===== src/lsu_pkg.sv =====
/*
 * Load-store unit package
 * Data widths, operation and size encodings, exception causes
 * and small decode helpers shared by the LSU stages
 */
`default_nettype none

package lsu_pkg;

  localparam int unsigned XLEN      = 32;
  // Default size of the private data memory in bytes
  localparam int unsigned MEM_BYTES = 1024;

  typedef logic [XLEN-1:0]   word_t;
  typedef logic [XLEN/8-1:0] be_t;
  typedef logic [2:0]        trans_id_t;
  typedef logic [3:0]        cause_t;

  typedef enum logic [3:0] {
    LB,
    LBU,
    LH,
    LHU,
    LW,
    SB,
    SH,
    SW
  } lsu_op_e;

  typedef enum logic [1:0] {
    SIZE_BYTE = 2'd0,
    SIZE_HALF = 2'd1,
    SIZE_WORD = 2'd2
  } size_e;

  // RISC-V mcause encodings for data accesses
  localparam cause_t CAUSE_LD_MISALIGNED = 4'd4;
  localparam cause_t CAUSE_LD_ACCESS     = 4'd5;
  localparam cause_t CAUSE_ST_MISALIGNED = 4'd6;
  localparam cause_t CAUSE_ST_ACCESS     = 4'd7;

  // Transfer size of an operation
  function automatic size_e op_size(lsu_op_e op);
    case (op)
      LB, LBU, SB: op_size = SIZE_BYTE;
      LH, LHU, SH: op_size = SIZE_HALF;
      default:     op_size = SIZE_WORD;
    endcase
  endfunction

  function automatic logic op_is_store(lsu_op_e op);
    return (op == SB) || (op == SH) || (op == SW);
  endfunction

endpackage

`default_nettype wire


===== src/lsu_result.sv =====
/*
 * LSU result stage
 * Load data extraction with sign or zero extension and a
 * configurable return pipeline cleared by flush
 */
`timescale 1ns/1ps
`default_nettype none

module lsu_result #(
  parameter int unsigned PIPE_DEPTH = 1
) (
  input  logic                clk_i,
  input  logic                rst_ni,
  input  logic                flush_i,
  input  logic                rd_valid_i,
  input  lsu_pkg::word_t      rd_word_i,
  input  lsu_pkg::lsu_op_e    rd_op_i,
  input  logic [1:0]          rd_offset_i,
  input  lsu_pkg::trans_id_t  rd_trans_id_i,
  input  logic                rd_ex_valid_i,
  input  lsu_pkg::cause_t     rd_ex_cause_i,
  output logic                result_valid_o,
  output lsu_pkg::trans_id_t  result_trans_id_o,
  output lsu_pkg::word_t      result_o,
  output logic                ex_valid_o,
  output lsu_pkg::cause_t     ex_cause_o
);

  localparam int unsigned EXT_W = lsu_pkg::XLEN - 8;

  lsu_pkg::word_t      lane;
  lsu_pkg::word_t      ld_data;
  logic [PIPE_DEPTH-1:0] valid_q;
  logic [PIPE_DEPTH-1:0] ex_q;
  lsu_pkg::trans_id_t  id_q    [PIPE_DEPTH];
  lsu_pkg::word_t      data_q  [PIPE_DEPTH];
  lsu_pkg::cause_t     cause_q [PIPE_DEPTH];

  // Shift the addressed byte or half down to lane 0
  assign lane = rd_word_i >> {rd_offset_i, 3'b000};

  // Stores and faults return zero
  always_comb begin
    ld_data = '0;
    if (!rd_ex_valid_i && !lsu_pkg::op_is_store(rd_op_i)) begin
      case (lsu_pkg::op_size(rd_op_i))
        lsu_pkg::SIZE_BYTE: begin
          ld_data = (rd_op_i == lsu_pkg::LB) ? {{EXT_W{lane[7]}}, lane[7:0]}
                                             : {{EXT_W{1'b0}}, lane[7:0]};
        end
        lsu_pkg::SIZE_HALF: begin
          ld_data = (rd_op_i == lsu_pkg::LH) ? {{(EXT_W-8){lane[15]}}, lane[15:0]}
                                             : {{(EXT_W-8){1'b0}}, lane[15:0]};
        end
        default: begin
          ld_data = rd_word_i;
        end
      endcase
    end
  end

  // ------------------------------------------------
  // Return pipeline
  // ------------------------------------------------
  always_ff @(posedge clk_i or negedge rst_ni) begin
    if (!rst_ni) begin
      valid_q <= '0;
      ex_q    <= '0;
    end else if (flush_i) begin
      valid_q <= '0;
      ex_q    <= '0;
    end else begin
      valid_q[0] <= rd_valid_i;
      ex_q[0]    <= rd_valid_i & rd_ex_valid_i;
      for (int s = 1; s < PIPE_DEPTH; s++) begin
        valid_q[s] <= valid_q[s-1];
        ex_q[s]    <= ex_q[s-1];
      end
    end
  end

  always_ff @(posedge clk_i) begin
    id_q[0]    <= rd_trans_id_i;
    data_q[0]  <= ld_data;
    cause_q[0] <= rd_ex_cause_i;
    for (int s = 1; s < PIPE_DEPTH; s++) begin
      id_q[s]    <= id_q[s-1];
      data_q[s]  <= data_q[s-1];
      cause_q[s] <= cause_q[s-1];
    end
  end

  assign result_valid_o    = valid_q[PIPE_DEPTH-1];
  assign result_trans_id_o = id_q[PIPE_DEPTH-1];
  assign result_o          = data_q[PIPE_DEPTH-1];
  assign ex_valid_o        = ex_q[PIPE_DEPTH-1];
  assign ex_cause_o        = cause_q[PIPE_DEPTH-1];

  // Valid chain is fully defined once reset is released
  assert property (@(posedge clk_i) disable iff (!rst_ni) !$isunknown(result_valid_o))
    else $error("result valid unknown");

endmodule

`default_nettype wire


===== config.mk =====
export PLATFORM = sky130hd
export DESIGN_NAME = lsu_result
export DESIGN_NICKNAME = d
export VERILOG_FILES = /design/src/lsu_pkg.sv /design/src/lsu_result.sv
export SDC_FILE = /design/constraint.sdc
export NUM_CORES = 1
export LEC_CHECK = 0
export BUFFER_PORTS_ARGS = -buffer_cell sky130_fd_sc_hd__buf_2
export CAP_MARGIN = 0
export CORE_MARGIN = 2
export CORE_UTILIZATION = 39
export CTS_CLUSTER_DIAMETER = 40
export DETAILED_ROUTE_END_ITERATION = 10
export PLACE_DENSITY_LB_ADDON = 0.3
export SKIP_CTS_REPAIR_TIMING = 1
export SLEW_MARGIN = 10
export SYNTH_ARGS = -nofsm -noshare
export SYNTH_HDL_FRONTEND = slang
export SYNTH_SLANG_ARGS = --single-unit

===== constraint.sdc =====
create_clock -name clk_i -period 0.8 [get_ports clk_i]
set_input_delay 0.04 -clock clk_i [delete_from_list [all_inputs] [get_ports clk_i]]
set_output_delay 0.04 -clock clk_i [all_outputs]
set_load 0.05 [all_outputs]

== After elaboration in Yosys (flattened, before gate mapping) ==
Memory sizes are Yosys's and may differ from the RTL's.
Cells that the tools add are included.
Widths: inputs -> output; s select.

* Latch bits: 0
* ROM bits: 0
* Word-level logic and storage cells: 31
* Memories kept: 3
* Memory bits (writable): 39
* Register bits: 2

* Add/subtract/negate cells: 0
* $mul: 0
* Shift-type cells: 1
* Divide/modulo/power cells: 0
* Eq/ne operators: 7
* Order comparisons: 0
* Bitwise operators: 1
* Reduce and logical (&&, ||, !) cells: 9
* Muxes and demuxes: 8

{| class="wikitable"
|+ Memory list
! memory !! depth !! bits a word !! rd ports !! clocked after memory_dff !! wr ports !! RTL line !! text
|-
| data_q || 1 || 32 || 1 || 0 || 1 || lsu_result.sv:36 || <nowiki>lsu_pkg::word_t data_q [PIPE_DEPTH];</nowiki>
|-
| cause_q || 1 || 4 || 1 || 0 || 1 || lsu_result.sv:37 || <nowiki>lsu_pkg::cause_t cause_q [PIPE_DEPTH];</nowiki>
|-
| id_q || 1 || 3 || 1 || 0 || 1 || lsu_result.sv:35 || <nowiki>lsu_pkg::trans_id_t id_q [PIPE_DEPTH];</nowiki>
|}

{| class="wikitable"
|+ Operator list
! cell !! number
|-
| $mux 32 || 3
|-
| $pmux 32 s2 || 1
|-
| $shr 32x5->16 || 1
|-
| $eq 4x3->1 const B || 3
|-
| $eq 4x2->1 const B || 2
|-
| $reduce_or 3->1 || 2
|-
| $eq 4x1->1 const B || 1
|-
| $logic_not 4->1 || 1
|-
| $pmux 2 s2 || 1
|-
| $eq 2x1->1 const B || 1
|-
| $logic_not 1->1 || 2
|-
| $logic_not 2->1 || 1
|-
| $logic_or 1x1->1 || 2
|-
| $mux 1 || 2
|-
| $mux 2 || 1
|-
| $and 1x1->1 || 1
|-
| $logic_and 1x1->1 || 1
|}

== Depth between registers and ports, before layout ==
* Word-level depth: 9
* Depth in mapped cells: 6
* Depth with buffers taken out: 4

== Worst setup path before layout ==
No wires, ideal clock.

* Path type: in2reg
* From: input rd_offset_i[0]
* To: memory data_q[0][21] in the netlist's numbering
* Slack: -0.652 ns
* Setup time: 0.114 ns
* Buffers on the path: 2
* Data arrival time: 1.338 ns
* Stages on the path: 6
* Cell sequence: clkbuf_1 -> mux4_2 -> and2_4 -> a32o_2 -> buf_6 -> a21o_1

* Longest elaborated chain between the ends: 4
* Elaborated cells between the ends (all ways): 5
* Classes of those cells: 1 x shift; 4 x mux

{| class="wikitable"
|+ Ends and longest elaborated chain
! element !! RTL line !! text
|-
| from (decl) || lsu_result.sv:18 || <nowiki>input logic [1:0] rd_offset_i,</nowiki>
|-
| $shr 32x5->16 * || lsu_result.sv:40 || <nowiki>assign lane = rd_word_i >> {rd_offset_i, 3'b000};</nowiki>
|-
| $mux 32 (on tied branches) || lsu_result.sv:52, lsu_result.sv:48 ||
|-
| $pmux 32 s2 * || lsu_result.sv:46 || <nowiki>case (lsu_pkg::op_size(rd_op_i))</nowiki>
|-
| $mux 32 * || lsu_result.sv:45 || <nowiki>if (!rd_ex_valid_i && !lsu_pkg::op_is_store(rd_op_i)) begin</nowiki>
|-
| to (decl) || lsu_result.sv:36 ||
|}

Every way passes the cells marked *; elsewhere a longest branch is shown, timed or not.

== Worst setup path after layout ==
* From: input rd_word_i[15]
* To: memory data_q[0][20] in the netlist's numbering

* Longest elaborated chain between the ends: 4
* Elaborated cells between the ends (all ways): 5
* Classes of those cells: 1 x shift; 4 x mux

{| class="wikitable"
|+ Ends and longest elaborated chain
! element !! RTL line !! text
|-
| from (decl) || lsu_result.sv:16 || <nowiki>input lsu_pkg::word_t rd_word_i,</nowiki>
|-
| $shr 32x5->16 * || lsu_result.sv:40 ||
|-
| $mux 32 (on tied branches) || lsu_result.sv:52, lsu_result.sv:48 ||
|-
| $pmux 32 s2 * || lsu_result.sv:46 ||
|-
| $mux 32 * || lsu_result.sv:45 ||
|}

Marked as above.

==> impl_results.md <==
* Run status: finished, violations left
* Violated checks: hold timing, setup timing
* Clock group share of total power at 29.1%
* Remaining max-slew budget at the tightest pin at 69.08%
* Power dissipated by switching net loads at 1794 uW
* Post-synth top area share at 47.63%
* Inserted Clock Buffers at 5
* Vert. Die Dim at 68.83 um
* Worst vdd ir at 1.275 mV
* Type of the tightest min-delay check: in2reg
* Upper clock frequency limit at 907.5 MHz
* Data arrival time of the critical path at 1.29 ns
* Number of antenna violations at the first check in global routing at 0
* Net count of the finished layout at 353
* DRT antenna net count at 0
* Final setup margin at -0.3019 ns
* Final Setup Violations at 72
* First-pass GRT wire length at 6279 um
* Maximum buffer depth of the clock tree at 2
* Sequential-to-total area share from yosys stat at 50.69%
* Starting utilization of the core area at 40.68%
* First-iteration detailed-routing DRC count at 61
* Slew Limit Fails at 0
* Crit Path Class: in2reg
* Antenna diodes at 0
* Count of standard-cell rows at 23
* Sort of element at the end of the critical path: flop
* Fill cell instance count of the final layout at 239
* Top-Level Pins at 91
* PD cells at 1750 nW/um^2
* Final estimated routing congestion in global placement at 0.8385
* Flops & latches, synth at 41
* Cell Int Power at 4000 uW
* Overflow left after global routing at 0
* Mean cell area of the mapped netlist at 9.815 um^2
* Aggregate global-route resource usage at 17.91%
* Core area at 4029 um^2
* Drt first pass iters at 4
* Routed wirelength normalized by instance count at 15.82 um
* Estimated wirelength of the detail-placed design at 3219 um
* Area of the mapped netlist at 1639 um^2
* Die X at 68.83 um
* Hold slack final at -0.005019 ns
* TritonCTS clock tree: done
* Type of element launching the critical path: primary input
* Share of the clock period used by the worst path after layout at 137.7%
* Vias per Instance at 5.020
* DRC violation count after routing at 0
* Wirelength, routed at 5602 um
* Setup repair after global routing missed its margin: yes
* Switching Fraction at 30.96%
* Final Util at 82.17%
* Master cell of the clock root buffer: clkbuf_8
* Die area at 4738 um^2
* Count of final hold-check violations at 2
* Vias in the first global route at 1412
* Layout cell share with drive strength beyond 1 at 62.17%
* Min Clock Period, post-route at 1.102 ns
* Routed via count at 1777
* Largest fanout of any net on the critical path at 8
* Warning count from the yosys run at 0
* Number of instances in the synthesized netlist at 167
* # clock sinks at 41
* Area growth, synth to finish at 102.0%
* Largest net degree at the start of global routing at 26
* Synthesized netlist net count at 217
* Required time of the worst setup path at 0.99 ns
* Htree depth at 2
* Combinational share of power at 31.4%
* Input/output buffers at 90
* Register share of total power at 39.5%
* Cell variety after synth at 29
* Total leakage power at 0.001621 uW
* Max-Cap Viols at 0
* Clock edge transition at the registers on the reported setup and hold paths at 0.08 ns
* Cell type with the highest aggregate area in the netlist: dfxtp_1
* Transition time at the pin with the least slew margin at 0.4599 ns
* Most area-consuming cells after synthesis: dfxtp_1 (48%), a21o_1 (8.2%), o221a_2 (4.8%)
==> kinds of logic (layout without fill, tap and decap cells) <==
kind of cell	after synthesis	after routing	synth area share (%)
AO/OA/AOI/OAI	58	59	27.71
XOR/XNOR	1	1	0.5344
buffers and inverters	26	162	7.175
flip-flops	41	41	50.69
multiplexers	3	3	2.595
AND/OR/NAND/NOR	38	38	11.30
==> stage by stage <==
step	setup TNS [ns]	instance area, um^2	setup WS (ns)	total power (uW)	instances
6_report	-7.173	3311	-0.3019	5794	354
5_1_grt	-9.475	3311	-0.3512	6013	354
4_1_cts	-13.94	2400	-0.3950	5205	325
3_5_place_dp	-19.55	2285	-0.6982	3546	317
3_3_place_gp	-19.21	2285	-0.6877	3536	317
2_1_floorplan	-15.34	1663	-0.6411	3109	167
==> flip-flops by register name (all words and copies together) (netlist names) <==
name,flops
data_q,32
result_valid_o,1
id_q,3
cause_q,4
ex_valid_o,1
==> cell usage in the layout, fill, tap and decap left out, types with 2 or more instances in the layout <==
cell and n:
nand2_1 10, dfxtp_1 3, dfxtp_2 36, and2_1 2, buf_2 44, dfrtp_1 2, inv_1 14, buf_12 3
a21o_1 16, nor2b_1 8, a221oi_2 7, nor2_4 2, a21o_4 2, clkbuf_8 5, buf_8 29, o22ai_1 8
o21bai_1 7, o221a_2 4, buf_4 17, a21oi_1 7, mux2i_1 2, dlygate4sd3_1 25, buf_6 21, nor2_1 10
o221a_4 3
==> path summary, 6_finish.rpt <==
| path | start | end | cells past startpoint |
|---|---|---|---|
| worst max-delay path | rd_word_i[15] | data_q[0][20] | 5 |
| min in group asynchronous | rst_ni | ex_valid_o | 2 |
| worst min-delay path | rd_valid_i | result_valid_o | 2 |
| max in group asynchronous | rst_ni | result_valid_o | 2 |
==> power groups by stage <==
stage	sequential [uW]	combinational, uW	clock, uW
after floorplan	2750	360	0
after global placement	2260	1280	0
after detailed placement	2260	1290	0
after CTS	2210	1290	1700
after global routing	2300	1920	1790
final	2290	1820	1690
==> area by class of cell <==
| type | instances | area [um^2] | share of cell area, % |
|---|---|---|---|
| well taps | 50 | 62.56 | 1.890 |
| inverters | 15 | 56.30 | 1.701 |
| clock inverters | 3 | 46.29 | 1.398 |
| flip-flops and latches | 41 | 875.8 | 26.45 |
| repair buffers | 139 | 1330 | 40.17 |
| clock buffers | 5 | 68.82 | 2.079 |
| multi-input cells | 101 | 870.8 | 26.30 |
==> metal layers <==
| metal | part of all wire, % | up-vias | GRT usage, % |
|---|---|---|---|
| li1 | - | 869 | - |
| met1 | 39 | 830 | 24.02 |
| met2 | 54 | 70 | 28.00 |
| met3 | 6.0 | 8 | 5.195 |
| met4 | 0.93 | 0 | 5.147 |
| met5 | 0 | - | 0 |
==> cell usage after synthesis (all sizes together) <==
cell and number:
mux2i 2, nor2b 8, dfxtp 39, o21bai 7, and2 3, a21oi 7, nor2 12, mux4 1
xnor2 1, clkbuf 6, dfrtp 2, o22ai 8, inv 15, a31o 1, or2 1, buf 5
o221a 7, a21o 18, nor4 2, and3 1, a221oi 8, nand2b 1, nand2 10, a31oi 1
a32o 1
==> critical path, stage by stage <==
cell and delay, ns:
buf_2 0.11, mux4_2 0.46, and2_4 0.18, a32o_4 0.32, a21o_1 0.17
Note: power is estimated with default switching activity, not from simulation.
