`config.mk`:
```
export PLATFORM = sky130hd
export DESIGN_NAME = lsu_decode
export DESIGN_NICKNAME = d
export VERILOG_FILES = /design/src/lsu_pkg.sv /design/src/lsu_decode.sv
export SDC_FILE = /design/constraint.sdc
export NUM_CORES = 1
export LEC_CHECK = 0
export BUFFER_PORTS_ARGS = -buffer_cell sky130_fd_sc_hd__buf_4
export CAP_MARGIN = 20
export CORE_MARGIN = 10
export CORE_UTILIZATION = 30
export DETAILED_ROUTE_END_ITERATION = 7
export GPL_TIMING_DRIVEN = 0
export PLACE_DENSITY = 0.65
export SYNTH_ARGS = -nofsm -noshare
export SYNTH_HDL_FRONTEND = slang
export SYNTH_SLANG_ARGS = --single-unit
export TNS_END_PERCENT = 30
```
`constraint.sdc`:
```
create_clock -name clk_i -period 2.5 [get_ports clk_i]
set_input_delay 0.5 -clock clk_i [delete_from_list [all_inputs] [get_ports clk_i]]
set_output_delay 0.5 -clock clk_i [all_outputs]
set_load 0.05 [all_outputs]
```
`src/lsu_pkg.sv`:
```
/*
 * Load-store unit package
 * Data widths, operation and size encodings, exception causes
 * and small decode helpers shared by the LSU stages
 */
`default_nettype none

package lsu_pkg;

  localparam int unsigned XLEN      = 32;
  // Default size of the private data memory in bytes
  localparam int unsigned MEM_BYTES = 1024;

  typedef logic [XLEN-1:0]   word_t;
  typedef logic [XLEN/8-1:0] be_t;
  typedef logic [2:0]        trans_id_t;
  typedef logic [3:0]        cause_t;

  typedef enum logic [3:0] {
    LB,
    LBU,
    LH,
    LHU,
    LW,
    SB,
    SH,
    SW
  } lsu_op_e;

  typedef enum logic [1:0] {
    SIZE_BYTE = 2'd0,
    SIZE_HALF = 2'd1,
    SIZE_WORD = 2'd2
  } size_e;

  // RISC-V mcause encodings for data accesses
  localparam cause_t CAUSE_LD_MISALIGNED = 4'd4;
  localparam cause_t CAUSE_LD_ACCESS     = 4'd5;
  localparam cause_t CAUSE_ST_MISALIGNED = 4'd6;
  localparam cause_t CAUSE_ST_ACCESS     = 4'd7;

  // Transfer size of an operation
  function automatic size_e op_size(lsu_op_e op);
    case (op)
      LB, LBU, SB: op_size = SIZE_BYTE;
      LH, LHU, SH: op_size = SIZE_HALF;
      default:     op_size = SIZE_WORD;
    endcase
  endfunction

  function automatic logic op_is_store(lsu_op_e op);
    return (op == SB) || (op == SH) || (op == SW);
  endfunction

endpackage

`default_nettype wire

```
`src/lsu_decode.sv`:
```
/*
 * LSU decode stage
 * Issue handshake, address generation, byte enables, alignment
 * and range checks, registered request towards execute
 */
`timescale 1ns/1ps
`default_nettype none

module lsu_decode #(
  parameter int unsigned MEM_BYTES = lsu_pkg::MEM_BYTES
) (
  input  logic                clk_i,
  input  logic                rst_ni,
  input  logic                flush_i,
  input  logic                valid_i,
  output logic                ready_o,
  input  lsu_pkg::lsu_op_e    op_i,
  input  lsu_pkg::word_t      operand_a_i,
  input  lsu_pkg::word_t      operand_b_i,
  input  lsu_pkg::word_t      imm_i,
  input  lsu_pkg::trans_id_t  trans_id_i,
  output logic                req_valid_o,
  output logic                req_we_o,
  output lsu_pkg::lsu_op_e    req_op_o,
  output lsu_pkg::word_t      req_addr_o,
  output lsu_pkg::be_t        req_be_o,
  output lsu_pkg::word_t      req_wdata_o,
  output lsu_pkg::trans_id_t  req_trans_id_o,
  output logic                req_ex_valid_o,
  output lsu_pkg::cause_t     req_ex_cause_o
);

  lsu_pkg::word_t   addr;
  lsu_pkg::size_e   size;
  lsu_pkg::be_t     be;
  lsu_pkg::word_t   wdata;
  lsu_pkg::cause_t  cause;
  logic             is_store;
  logic             misaligned;
  logic             out_of_range;
  logic             fault;
  logic             accept;
  logic             init_done_q;

  // Issue handshake
  // Ready comes up one cycle after reset release
  always_ff @(posedge clk_i or negedge rst_ni) begin
    if (!rst_ni) begin
      init_done_q <= 1'b0;
    end else begin
      init_done_q <= 1'b1;
    end
  end

  assign ready_o = init_done_q & ~flush_i;
  assign accept  = valid_i & ready_o;

  // ------------------------------------------------
  // Address generation and byte lanes
  // ------------------------------------------------
  assign addr     = operand_a_i + imm_i;
  assign size     = lsu_pkg::op_size(op_i);
  assign is_store = lsu_pkg::op_is_store(op_i);
  assign wdata    = operand_b_i << {addr[1:0], 3'b000};

  always_comb begin
    misaligned = 1'b0;
    be         = '0;
    case (size)
      lsu_pkg::SIZE_BYTE: begin
        be = lsu_pkg::be_t'(4'b0001 << addr[1:0]);
      end
      lsu_pkg::SIZE_HALF: begin
        misaligned = addr[0];
        be         = lsu_pkg::be_t'(4'b0011 << addr[1:0]);
      end
      default: begin
        misaligned = |addr[1:0];
        be         = '1;
      end
    endcase
  end

  // ------------------------------------------------
  // Exception detection
  // ------------------------------------------------
  assign out_of_range = addr >= lsu_pkg::word_t'(MEM_BYTES);
  assign fault        = misaligned | out_of_range;

  // Misalignment wins over the access fault
  always_comb begin
    if (misaligned) begin
      cause = is_store ? lsu_pkg::CAUSE_ST_MISALIGNED : lsu_pkg::CAUSE_LD_MISALIGNED;
    end else if (out_of_range) begin
      cause = is_store ? lsu_pkg::CAUSE_ST_ACCESS : lsu_pkg::CAUSE_LD_ACCESS;
    end else begin
      cause = '0;
    end
  end

  // Request register
  always_ff @(posedge clk_i or negedge rst_ni) begin
    if (!rst_ni) begin
      req_valid_o    <= 1'b0;
      req_ex_valid_o <= 1'b0;
    end else begin
      req_valid_o    <= accept;
      req_ex_valid_o <= accept & fault;
    end
  end

  always_ff @(posedge clk_i) begin
    if (accept) begin
      req_we_o       <= is_store;
      req_op_o       <= op_i;
      req_addr_o     <= addr;
      req_be_o       <= fault ? '0 : be;
      req_wdata_o    <= wdata;
      req_trans_id_o <= trans_id_i;
      req_ex_cause_o <= cause;
    end
  end

  // A flush cycle never hands a request to execute
  assert property (@(posedge clk_i) disable iff (!rst_ni) flush_i |=> !req_valid_o)
    else $error("request accepted during flush");

endmodule

`default_nettype wire

```
[Word level (Yosys, flattened, before mapping)]
Index checks and enable logic that the tools add are counted.
Storage, ports and cells
  register bits after elaboration: 83
  input bits: 107
  output and inout bits: 83
  logic and storage cells: 41
Cells by class
  $add $sub $neg: 1
  order comparisons: 1
  equality and inequality tests: 7
  shift-type cells: 3
  multiplexer cells: 7
  bitwise gates (word level): 5
  reductions and logical operators: 7
Operators with widths (number)
  32-bit adder: 1
  32-bit by 11-bit greater-or-equal comparator with 1-bit output, second input constant: 1
  32-bit by 5-bit left shift with 32-bit output: 1
  4-bit by 3-bit == test with 1-bit output, second input constant: 3
  4-bit by 2-bit == test with 1-bit output, second input constant: 2
  4-bit case mux with 2 select lines: 1
  3-bit OR reduction: 2
  4-bit by 1-bit == test with 1-bit output, second input constant: 1
  4-bit logical NOT: 1
  2-bit two-way mux: 2
  4-bit two-way mux: 1
  2-bit case mux with 2 select lines: 1
  1-bit by 2-bit left shift with 4-bit output, first input constant: 1
  2-bit by 2-bit left shift with 4-bit output, first input constant: 1
  1-bit AND: 3
  3-bit two-way mux: 1
  2-bit by 1-bit == test with 1-bit output, second input constant: 1
  2-bit logical NOT: 1
  1-bit logical OR: 2
  1-bit case mux with 2 select lines: 1
  2-bit OR reduction: 1
  1-bit inverter: 1
  1-bit OR: 1

[Depth between registers and ports, before layout]
Gate-level depths: netlist (run 1).
  depth in word-level cells: 7
  depth in mapped cells: 11

[Worst setup path before layout (run 1)]
Ideal clock, no wire load.
  path type: input-to-reg
  from: in flush_i
  to: reg req_addr_o[0] (enable)
  setup time: 447 ps
  arrival: 3213 ps
  data required time: 2053 ps
  path slack: -1159 ps
  stages: 2
  path buffers: 0
  cell sequence: nor2b_1 -> and2_1
On the way
  word-level cells in the longest chain between the ends: 3
Ends and longest elaborated chain
  start, declared: line lsu_decode.sv:14  | input logic flush_i,
  1-bit inverter: line lsu_decode.sv:55  | assign ready_o = init_done_q & ~flush_i;
  1-bit AND: line lsu_decode.sv:55
  1-bit AND: line lsu_decode.sv:56  | assign accept = valid_i & ready_o;
  net accept: line lsu_decode.sv:42  | logic accept;
  end signal, assigned: line lsu_decode.sv:116  | req_addr_o <= addr;
  end, declared: line lsu_decode.sv:25  | output lsu_pkg::word_t req_addr_o,
The timed path passes the listed nets, and every way through them passes these cells.
A chain may end at the register's enable or synchronous reset.

[Worst setup path after layout (run 1)]
  from: in operand_a_i[0]
  to: reg req_ex_cause_o[1], data pin
On the way
  word-level cells in the longest chain between the ends: 4
  elaborated cells between the ends (all ways): 6
Ends and longest elaborated chain
  start, declared: line lsu_decode.sv:18  | input lsu_pkg::word_t operand_a_i,
  32-bit adder (*): line lsu_decode.sv:61  | assign addr = operand_a_i + imm_i;
  32-bit by 11-bit greater-or-equal comparator with 1-bit output / 2-bit OR reduction (equally long branches): line lsu_decode.sv:87, lsu_decode.sv:78
  3-bit two-way mux / 1-bit case mux with 2 select lines (equally long branches): line lsu_decode.sv:94, lsu_decode.sv:69
  4-bit two-way mux (*): line lsu_decode.sv:92  | if (misaligned) begin
  net cause[1]: line lsu_decode.sv:37  | lsu_pkg::cause_t cause;
  end signal, assigned: line lsu_decode.sv:120  | req_ex_cause_o <= cause;
  end, declared: line lsu_decode.sv:30  | output lsu_pkg::cause_t req_ex_cause_o
Mark *: on every way through the listed nets, which the timed path passes. The rest lies on a longest branch.

==> impl_metrics.py, run 1 <==
metrics = {
    "outcome": {
        "outcome": "finished, violations left",
        "violations": "negative setup slack",
    },
    "setup_path": {
        "reg2reg_to": "req_addr_o[21]",
        "reg2regPathDepth": 2,
        "rrSetupSlack_ps": 690,
        "reg2reg_from": "init_done_q",
        "cp-start-kind": "primary input",
        "worstSetupPathType": "primary input to flip-flop",
        "arrival_ps": 3340,
        "worstPathMaxFanout": 5,
        "cp_data_required_time_ps": 2590,
        "worstSetupEndpointType": "flip-flop",
    },
    "floorplanning": {
        "num_rows": 48,
        "die_area_um2": 23540,
        "io_pins": 190,
        "dieHeight_um": 153.4,
        "core_area_um2": 17360,
        "die_x_um": 153.4,
        "initial_core_util_pct": 30.77,
    },
    "layout": {
        "drive_above_1_share_pct": 38.78,
        "nets": 874,
        "fin_util_pct": 44.52,
        "area_growth_syn_to_layout_pct": 44.70,
        "fill_cells": 1674,
        "fin_area_um2": 7727,
        "diodes": 0,
    },
    "logic_synthesis": {
        "synth-seq-cells": 82,
        "postSynthCellCount": 527,
        "synth_most_common_cell": "edfxtp_1",
        "synth_edf_count": 79,
        "post_synth_num_cell_types": 72,
        "ys_seq_area_share_pct": 45.83,
        "synth_largest_area_cell": "edfxtp_1",
        "syn_area_um2": 5340,
        "synthTopCellsByCount": "edfxtp_1, a21oi_1, nand2_1",
        "async_flop_share_pct": 3.659,
        "avgSynthCellArea_um2": 10.13,
        "synth_warnings": 0,
        "synth_flop_cell": "edfxtp_1",
        "synth_nets": 666,
        "synth_area_leaders": "edfxtp_1, ha_1, a21oi_1",
        "synth_top_area_share_pct": 44.42,
    },
    "clock_network": {
        "tritoncts": "built",
        "cts.sinks": 82,
        "cts_buffers": 9,
        "htreeDepth": 3,
        "clock_latency_ps": 330,
        "ctsRootBufferMaster": "clkbuf_16",
        "clk_pin_slew_worst_paths_ps": 60,
        "cts_max_path_buffers": 2,
    },
    "route": {
        "dr.pass1.iters": 5,
        "detail-route-antenna-nets": 0,
        "wl_um": 18160,
        "post-route-drc-count": 0,
        "vias_per_cell": 5.139,
        "vias": 4959,
        "drt_iter0_markers": 296,
        "wl_per_cell_um": 18.82,
    },
    "sta": {
        "tns_ps": -5691,
        "report.final.slew_viol_count": 0,
        "clock_skew_ps": 4.772,
        "worst_slack_ps": -749.2,
        "fmax_mhz": 307.8,
        "slew-limit-headroom_pct": 28.56,
        "setup_violations": 11,
        "fin_crit_ps": 3249,
        "rsz0062_at_grt": "yes",
        "hold_viol": 0,
        "worstMarginPinSlew_ps": 1072,
        "post-route-period-util_pct": 130.0,
    },
    "place": {
        "dpl.hpwl_um": 14390,
        "port_buffers": 188,
        "globalplace.congestion": 0.8671,
        "dpl_cell_area_um2": 7041,
    },
    "global_route": {
        "grt_pass1_vias": 4818,
        "antenna_found_initial": 0,
        "grt_max_degree": 82,
        "grt_pass1_wl_um": 27140,
        "grt.overflow.total": 0,
        "grt_util_all_layers_pct": 14.37,
    },
    "pwr": {
        "pwr_density_cell_nw_per_um2": 559.9,
        "peakVddDrop_v": 0.0002904,
        "p_leak_nw": 3.264,
    },
    "min_path": {
        "hold_class": "primary input to flip-flop",
        "worstHoldStart": "trans_id_i[2]",
        "hold_depth": 1,
        "holdPathEnd": "req_trans_id_o[2]",
    },
    "flow_run": {
        "drv_cap": 0,
    },
}
-- worst max-delay path by stage --
stage | endpoint | startpoint | slack, ps | cells past startpoint
3_5_place_dp | req_be_o[2] | operand_a_i[0] | -1480 | 11
6_report | req_ex_cause_o[1] | operand_a_i[0] | -750 | 13
2_1_floorplan | req_ex_cause_o[1] | operand_a_i[0] | -760 | 11
4_1_cts | req_ex_cause_o[1] | operand_a_i[0] | -850 | 12
3_3_place_gp | req_be_o[2] | operand_a_i[0] | -1450 | 11
5_1_grt | req_ex_cause_o[1] | operand_a_i[0] | -870 | 12
-- stage by stage --
stage                     std cells  setup slack [ps]  total power [mW]  hold slack [ps]
final                           965            -749.2             4.327            339.8
after global routing            965            -865.8             4.528            328.3
after CTS                       961            -845.9             4.280            328.4
after detailed placement        940             -1477             2.928            291.5
after global placement          940             -1445             2.917            291.3
after floorplan                 527            -756.4             2.485            204.4
-- power by group --
group / switching, mW / leakage [nW] / internal, mW
clock network: 0.530 / 0.139 / 0.773
registers: 0.0127 / 0.801 / 1.61
logic: 0.858 / 2.32 / 0.547
-- critical path, stage by stage --
cell and delay (ps):
buf_6 100, ha_4 150, fa_2 350, a21o_4 230, a221oi_4 350, buf_4 180
nor2_1 40, a211oi_2 240, xor2_1 260, o211ai_1 190, nor4_4 330, nand4_4 200
and2_1 210
-- registers in the layout, indices dropped and copies added, names as in the netlist --
register and count:
init_done_q 1, req_addr_o 32, req_be_o 4, req_ex_cause_o 3
req_ex_valid_o 1, req_op_o 4, req_trans_id_o 3, req_valid_o 1
req_wdata_o 32, req_we_o 1
-- cell type report --
type	count	area, um^2	share of cell area, %
multi-input cells	404	3015	39.02
flip-flops and latches	82	2447	31.67
repair buffers	200	1519	19.66
well taps	225	281.5	3.643
clock buffers	11	232.7	3.012
plain buffers	23	118.9	1.538
clock inverters	5	56.30	0.7286
inverters	15	56.30	0.7286
-- layer usage --
metal	share of wire (%)	track usage, %	wire length, um
met1	43	17.85	7899
met2	48	23.82	8679
met3	7.0	3.648	1263
met4	1.8	4.678	322
met5	0	0	0
-- cell usage in the layout, fill, tap and decap left out, types with 9 or more instances in the layout --
| master | instances |
|---|---|
| a211oi_1 | 12 |
| o21ai_0 | 27 |
| nand2_1 | 47 |
| edfxtp_1 | 79 |
| and2_1 | 17 |
| nor2_1 | 36 |
| xor2_1 | 10 |
| nand4_1 | 11 |
| inv_1 | 15 |
| nor2b_1 | 9 |
| mux2i_1 | 16 |
| a21oi_1 | 43 |
| ha_1 | 28 |
| clkbuf_16 | 9 |
| a21oi_2 | 9 |
| clkbuf_1 | 9 |
| buf_4 | 197 |
-- kinds of logic after synthesis --
kind of cell,count (synthesis),synth area share (%)
AND/OR/NAND/NOR,173,17.03
adder cells (fa/ha/maj),32,7.638
buffers and inverters,41,3.350
XOR/XNOR,20,3.280
flip-flops,82,45.83
other,2,0.1406
AO/OA/AOI/OAI,160,19.52
multiplexers,17,3.210
-- repair_timing --
action / CTS / global route
endpoints found under the setup margin: 39 / 28
hold endpoints to repair: 3 / 0
hold buffers: 1 / 0
setup buffers: 4 / 7
pin swaps: 7 / 8
gates resized for setup: 22 / 40
cloned: 0 / 0
Power figures use the tool's default switching activity.
==> run 2: changes to the inputs <==
--- a/config.mk
+++ b/config.mk
@@ -11,2 +11,3 @@
 export CORE_UTILIZATION = 30
+export CTS_CLUSTER_DIAMETER = 150
 export DETAILED_ROUTE_END_ITERATION = 7
==> constraint.sdc (replaced) <==
create_clock -name clk_i -period 2.5 [get_ports clk_i]
set_input_delay 0.125 -clock clk_i [delete_from_list [all_inputs] [get_ports clk_i]]
set_output_delay 0.125 -clock clk_i [all_outputs]
set_load 0.05 [all_outputs]
==> impl_metrics.py, run 2 (same netlist as run 1, synthesis figures left out) <==
metrics = {
    "pwr": {
        "peakVddDrop_v": 0.0002899,
        "pwr_density_cell_nw_per_um2": 560.6,
        "power.total_mw": 4.318,
        "p_leak_nw": 3.254,
    },
    "floorplanning": {
        "dieHeight_um": 153.4,
        "core_area_um2": 17360,
        "io_pins": 190,
        "num_rows": 48,
        "die_x_um": 153.4,
        "initial_core_util_pct": 30.77,
        "die_area_um2": 23540,
    },
    "route": {
        "post-route-drc-count": 0,
        "vias_per_cell": 5.114,
        "dr.pass1.iters": 5,
        "detail-route-antenna-nets": 0,
        "vias": 4945,
        "wl_per_cell_um": 18.80,
        "drt_iter0_markers": 362,
        "wl_um": 18180,
    },
    "global_route": {
        "grt_max_degree": 82,
        "grt_util_all_layers_pct": 14.36,
        "grt.overflow.total": 0,
        "grt_pass1_vias": 4824,
        "grt_pass1_wl_um": 27130,
        "antenna_found_initial": 0,
    },
    "sta": {
        "clock_skew_ps": 5.278,
        "fmax_mhz": 349.5,
        "slew-limit-headroom_pct": 28.96,
        "post-route-period-util_pct": 114.5,
        "rsz0062_at_grt": "yes",
        "worst_slack_ps": -361.3,
        "fin_crit_ps": 2861,
        "setup_violations": 8,
        "hold_viol": 0,
        "worstMarginPinSlew_ps": 1066,
        "report.final.slew_viol_count": 0,
    },
    "flow_run": {
        "drv_cap": 0,
    },
    "outcome": {
        "outcome": "finished, violations left",
        "violations": "negative setup slack",
    },
    "place": {
        "dpl_cell_area_um2": 7041,
        "dpl.hpwl_um": 14390,
        "globalplace.congestion": 0.8671,
        "port_buffers": 188,
    },
    "layout": {
        "fin_area_um2": 7704,
        "final_cell_mix": "buf_4, edfxtp_1, nand2_1, a21oi_1, nor2_1",
        "fill_cells": 1672,
        "area_growth_syn_to_layout_pct": 44.26,
        "drive_above_1_share_pct": 37.20,
        "nets": 876,
        "diodes": 0,
        "mostFrequentLayoutCell": "buf_4",
        "top_regs": "req_addr_o (32), req_wdata_o (32)",
    },
    "clock_network": {
        "clock_latency_ps": 330,
        "cts_max_path_buffers": 2,
        "ctsRootBufferMaster": "clkbuf_16",
        "tritoncts": "built",
        "clk_pin_slew_worst_paths_ps": 60,
        "htreeDepth": 3,
        "cts_buffers": 9,
        "cts.sinks": 82,
    },
    "setup_path": {
        "cp-start-kind": "primary input",
        "reg2reg_from": "init_done_q",
        "worstPathMaxFanout": 5,
        "worstSetupPathType": "primary input to flip-flop",
        "arrival_ps": 2950,
        "worstSetupEndpointType": "flip-flop",
        "cp-startpoint": "operand_a_i[0]",
        "cp_data_required_time_ps": 2590,
    },
    "min_path": {
        "hold_class": "primary input to flip-flop",
        "worstHoldStart": "op_i[2]",
    },
}
-- run 2: where the power goes --
group	leakage (nW)	internal (mW)	switching (mW)
clock	0.139	0.773	0.534
combinational	2.31	0.543	0.851
sequential	0.801	1.61	0.0127
total	3.25	2.92	1.40
-- run 2: what timing repair did --
| item | CTS | global route |
|---|---|---|
| pin swaps | 7 | 6 |
| hold buffers | 5 | 0 |
| buffers inserted | 4 | 6 |
| resized for setup | 16 | 34 |
| endpoints found under the setup margin | 25 | 8 |
| hold endpoints to repair | 7 | 0 |
-- run 2: worst paths after layout --
| path | endpoint | slack (ps) | depth (start not counted) |
|---|---|---|---|
| max | req_ex_cause_o[1] | -360 | 13 |
| min | req_op_o[2] | 20 | 1 |
| max reg2reg | req_addr_o[29] | 680 | 2 |
| min reg2reg | req_valid_o | 1160 | 2 |
| max in group asynchronous | req_valid_o | 2280 | 2 |
| min in group asynchronous | init_done_q | 120 | 2 |
-- run 2: per-layer routing --
metal	vias to the layer above	wire length [um]	track usage, %
met1	2289	7884	17.83
met3	13	1348	3.676
met2	217	8746	23.92
met4	0	195	4.363
met5	-	0	0
li1	2426	-	-
-- run 2: layout make-up --
cell class	count	area (um^2)	area share (%)
Clock inverter	5	56.30	0.7309
Multi-Input combinational cell	404	2969	38.54
Clock buffer	11	232.7	3.021
Inverter	15	56.30	0.7309
Timing Repair Buffer	203	1551	20.14
Buffer	22	108.9	1.413
Tap cell	225	281.5	3.654
Sequential cell	82	2447	31.77
-- run 2: stage by stage --
stage               setup slack [ps]  util, %  setup TNS, ps  std cells  hold slack (ps)
CTS                           -470.9    43.17          -3060        965            4.947
global placement               -1070    40.56         -18070        940           -83.72
global route                  -490.5    44.38          -3329        967            11.03
detailed placement             -1102    40.56         -18490        940           -83.53
floorplan                     -381.4        -          -2193        527           -170.6
finish                        -361.3    44.38          -2308        967            20.61
-- run 2: worst max-delay path, stage by stage --
cell and delay [ps]:
buf_6 100, ha_4 150, fa_2 350, a21o_4 230
a221oi_4 350, buf_4 180, nor2_1 40, a211oi_2 240
xor2_1 250, o211ai_1 190, nor4_4 340, nand4_4 200
and2_1 210
==> run 3: changes to the inputs <==
CELL_PAD_IN_SITES_DETAIL_PLACEMENT = 2   (was default)
CELL_PAD_IN_SITES_GLOBAL_PLACEMENT = 2   (was default)
CORE_UTILIZATION = 27   (was 30)
PLACE_DENSITY = 0.86   (was 0.65)
==> impl_metrics.py, run 3 (same netlist as run 1, synthesis figures left out) <==
metrics = {
    "layout": {
        "top_regs": "req_addr_o (32), req_wdata_o (32)",
        "area_growth_syn_to_layout_pct": 43.51,
        "fill_cells": 2120,
        "final_cell_mix": "buf_4, edfxtp_1, nand2_1, a21oi_1, nor2_1",
        "fin_util_pct": 39.38,
        "mostFrequentLayoutCell": "buf_4",
        "drive_above_1_share_pct": 36.59,
        "diodes": 0,
        "nets": 872,
        "fin_area_um2": 7664,
    },
    "setup_path": {
        "max_stage_delay_ps": 410,
        "crit_path_frequent_cell": "and2_1",
        "worstSetupEndpointType": "flip-flop",
        "crit_slowest_cell": "a221o_2",
        "arrival_ps": 3070,
        "reg2reg_to": "req_wdata_o[22]",
        "reg2regPathDepth": 3,
        "cp_data_required_time_ps": 2590,
        "worstPathMaxFanout": 5,
        "critical-path-top-delay-family": "simple AND/OR/NAND/NOR gates",
        "cp-start-kind": "primary input",
        "path_buf_inv": 1,
        "worstSetupPathType": "primary input to flip-flop",
        "worstPathCellList": "buf_6 > ha_4 > fa_2 > a21o_4 > a221o_2 > and2_1 > or3_4 > a22oi_2 > o2111ai_2 > nor4_2 > nand4_2 > and2_1",
        "reg2reg_from": "init_done_q",
        "rrSetupSlack_ps": 760,
    },
    "sta": {
        "clock_skew_ps": 7.953,
        "tns_ps": -3341,
        "whs_ps": 26.11,
        "worst_slack_ps": -478.8,
        "hold_viol": 0,
        "post-route-period-util_pct": 119.2,
        "worstMarginPinSlew_ps": 970.6,
        "slew-limit-headroom_pct": 35.05,
        "fin_crit_ps": 2979,
        "setup_violations": 8,
        "fmax_mhz": 335.7,
        "rsz0062_at_grt": "yes",
        "report.final.slew_viol_count": 0,
    },
    "outcome": {
        "outcome": "finished, violations left",
        "violations": "negative setup slack",
    },
    "global_route": {
        "use_met1_pct": 19.49,
        "antenna_found_initial": 0,
        "busiest_layer": "met2",
        "grt_pass1_vias": 5611,
        "grt_pass1_wl_um": 33500,
        "grt_max_degree": 82,
        "grt.overflow.total": 0,
        "grt_use_met3_pct": 3.425,
        "grt_util_all_layers_pct": 16.39,
        "grt_use_met2_pct": 29.63,
    },
    "route": {
        "drt_iter0_markers": 176,
        "wl_per_cell_um": 21.99,
        "dr.pass1.iters": 5,
        "wl_um": 22050,
        "detail-route-antenna-nets": 0,
        "post-route-drc-count": 0,
        "vias": 5138,
        "vias_per_cell": 5.123,
    },
    "clock_network": {
        "cts.sinks": 82,
        "htreeDepth": 3,
        "clock_latency_ps": 340,
        "tritoncts": "built",
        "ctsRootBufferMaster": "clkbuf_16",
        "cts_max_path_buffers": 2,
        "clk_pin_slew_worst_paths_ps": 60,
        "cts_buffers": 9,
    },
    "floorplanning": {
        "num_rows": 51,
        "die_area_um2": 25800,
        "die_x_um": 160.6,
        "dieHeight_um": 160.6,
        "core_area_um2": 19460,
        "initial_core_util_pct": 27.44,
        "io_pins": 190,
    },
    "flow_run": {
        "drv_cap": 0,
    },
    "min_path": {
        "worstHoldStart": "op_i[3]",
        "hold_class": "primary input to flip-flop",
        "hold_depth": 1,
        "holdPathEnd": "req_op_o[3]",
    },
    "pwr": {
        "power.total_mw": 4.357,
        "pwr_density_cell_nw_per_um2": 568.5,
        "peakVddDrop_v": 0.0003108,
        "p_leak_nw": 3.162,
    },
    "place": {
        "globalplace.congestion": 0.8562,
        "dpl_cell_area_um2": 7091,
        "dpl.hpwl_um": 17570,
        "port_buffers": 188,
    },
}
-- run 3: worst max path at each step --
stage / cells past startpoint / start / end
6_report: 12 / operand_a_i[0] / req_ex_cause_o[1]
3_5_place_dp: 11 / operand_a_i[0] / req_ex_cause_o[1]
3_3_place_gp: 11 / operand_a_i[0] / req_ex_cause_o[1]
4_1_cts: 13 / operand_a_i[0] / req_be_o[1]
5_1_grt: 12 / operand_a_i[0] / req_ex_cause_o[1]
2_1_floorplan: 11 / operand_a_i[0] / req_ex_cause_o[1]
-- run 3: power by group --
group	total [mW]	switching (mW)	internal [mW]
Clock	1.32	0.539	0.776
Combinational	1.42	0.890	0.530
Sequential	1.62	0.0160	1.61
-- run 3: area by class of cell --
class                   instances  area [um^2]  share of cell area (%)
multi-input cells             404         2889                   37.70
inverters                      15        56.30                  0.7347
plain buffers                  21        105.1                   1.371
clock inverters                 6        66.31                  0.8653
clock buffers                  10        229.0                   2.988
well taps                     265        331.6                   4.327
repair buffers                200         1539                   20.08
flip-flops and latches         82         2447                   31.93
-- run 3: routing by layer --
metal	up-vias	wire (um)
met3	11	1520
met1	2536	9127
met5	-	0
met2	175	11210
met4	0	198
li1	2416	-
-- run 3: stage by stage --
step                cells  setup WS, ps
floorplan             527        -381.4
global placement      980         -1079
detailed placement    980         -1081
CTS                  1005        -430.8
global route         1003        -568.5
finish               1003        -478.8
-- run 3: what timing repair did --
action                                  4_1_cts  5_1_grt
gates resized for setup                      21       20
cloned                                        0        0
pin swaps                                     3        4
hold buffers                                  4        0
endpoints found under the hold margin         6        0
endpoints found under the setup margin       33       14
buffers inserted                              5        2
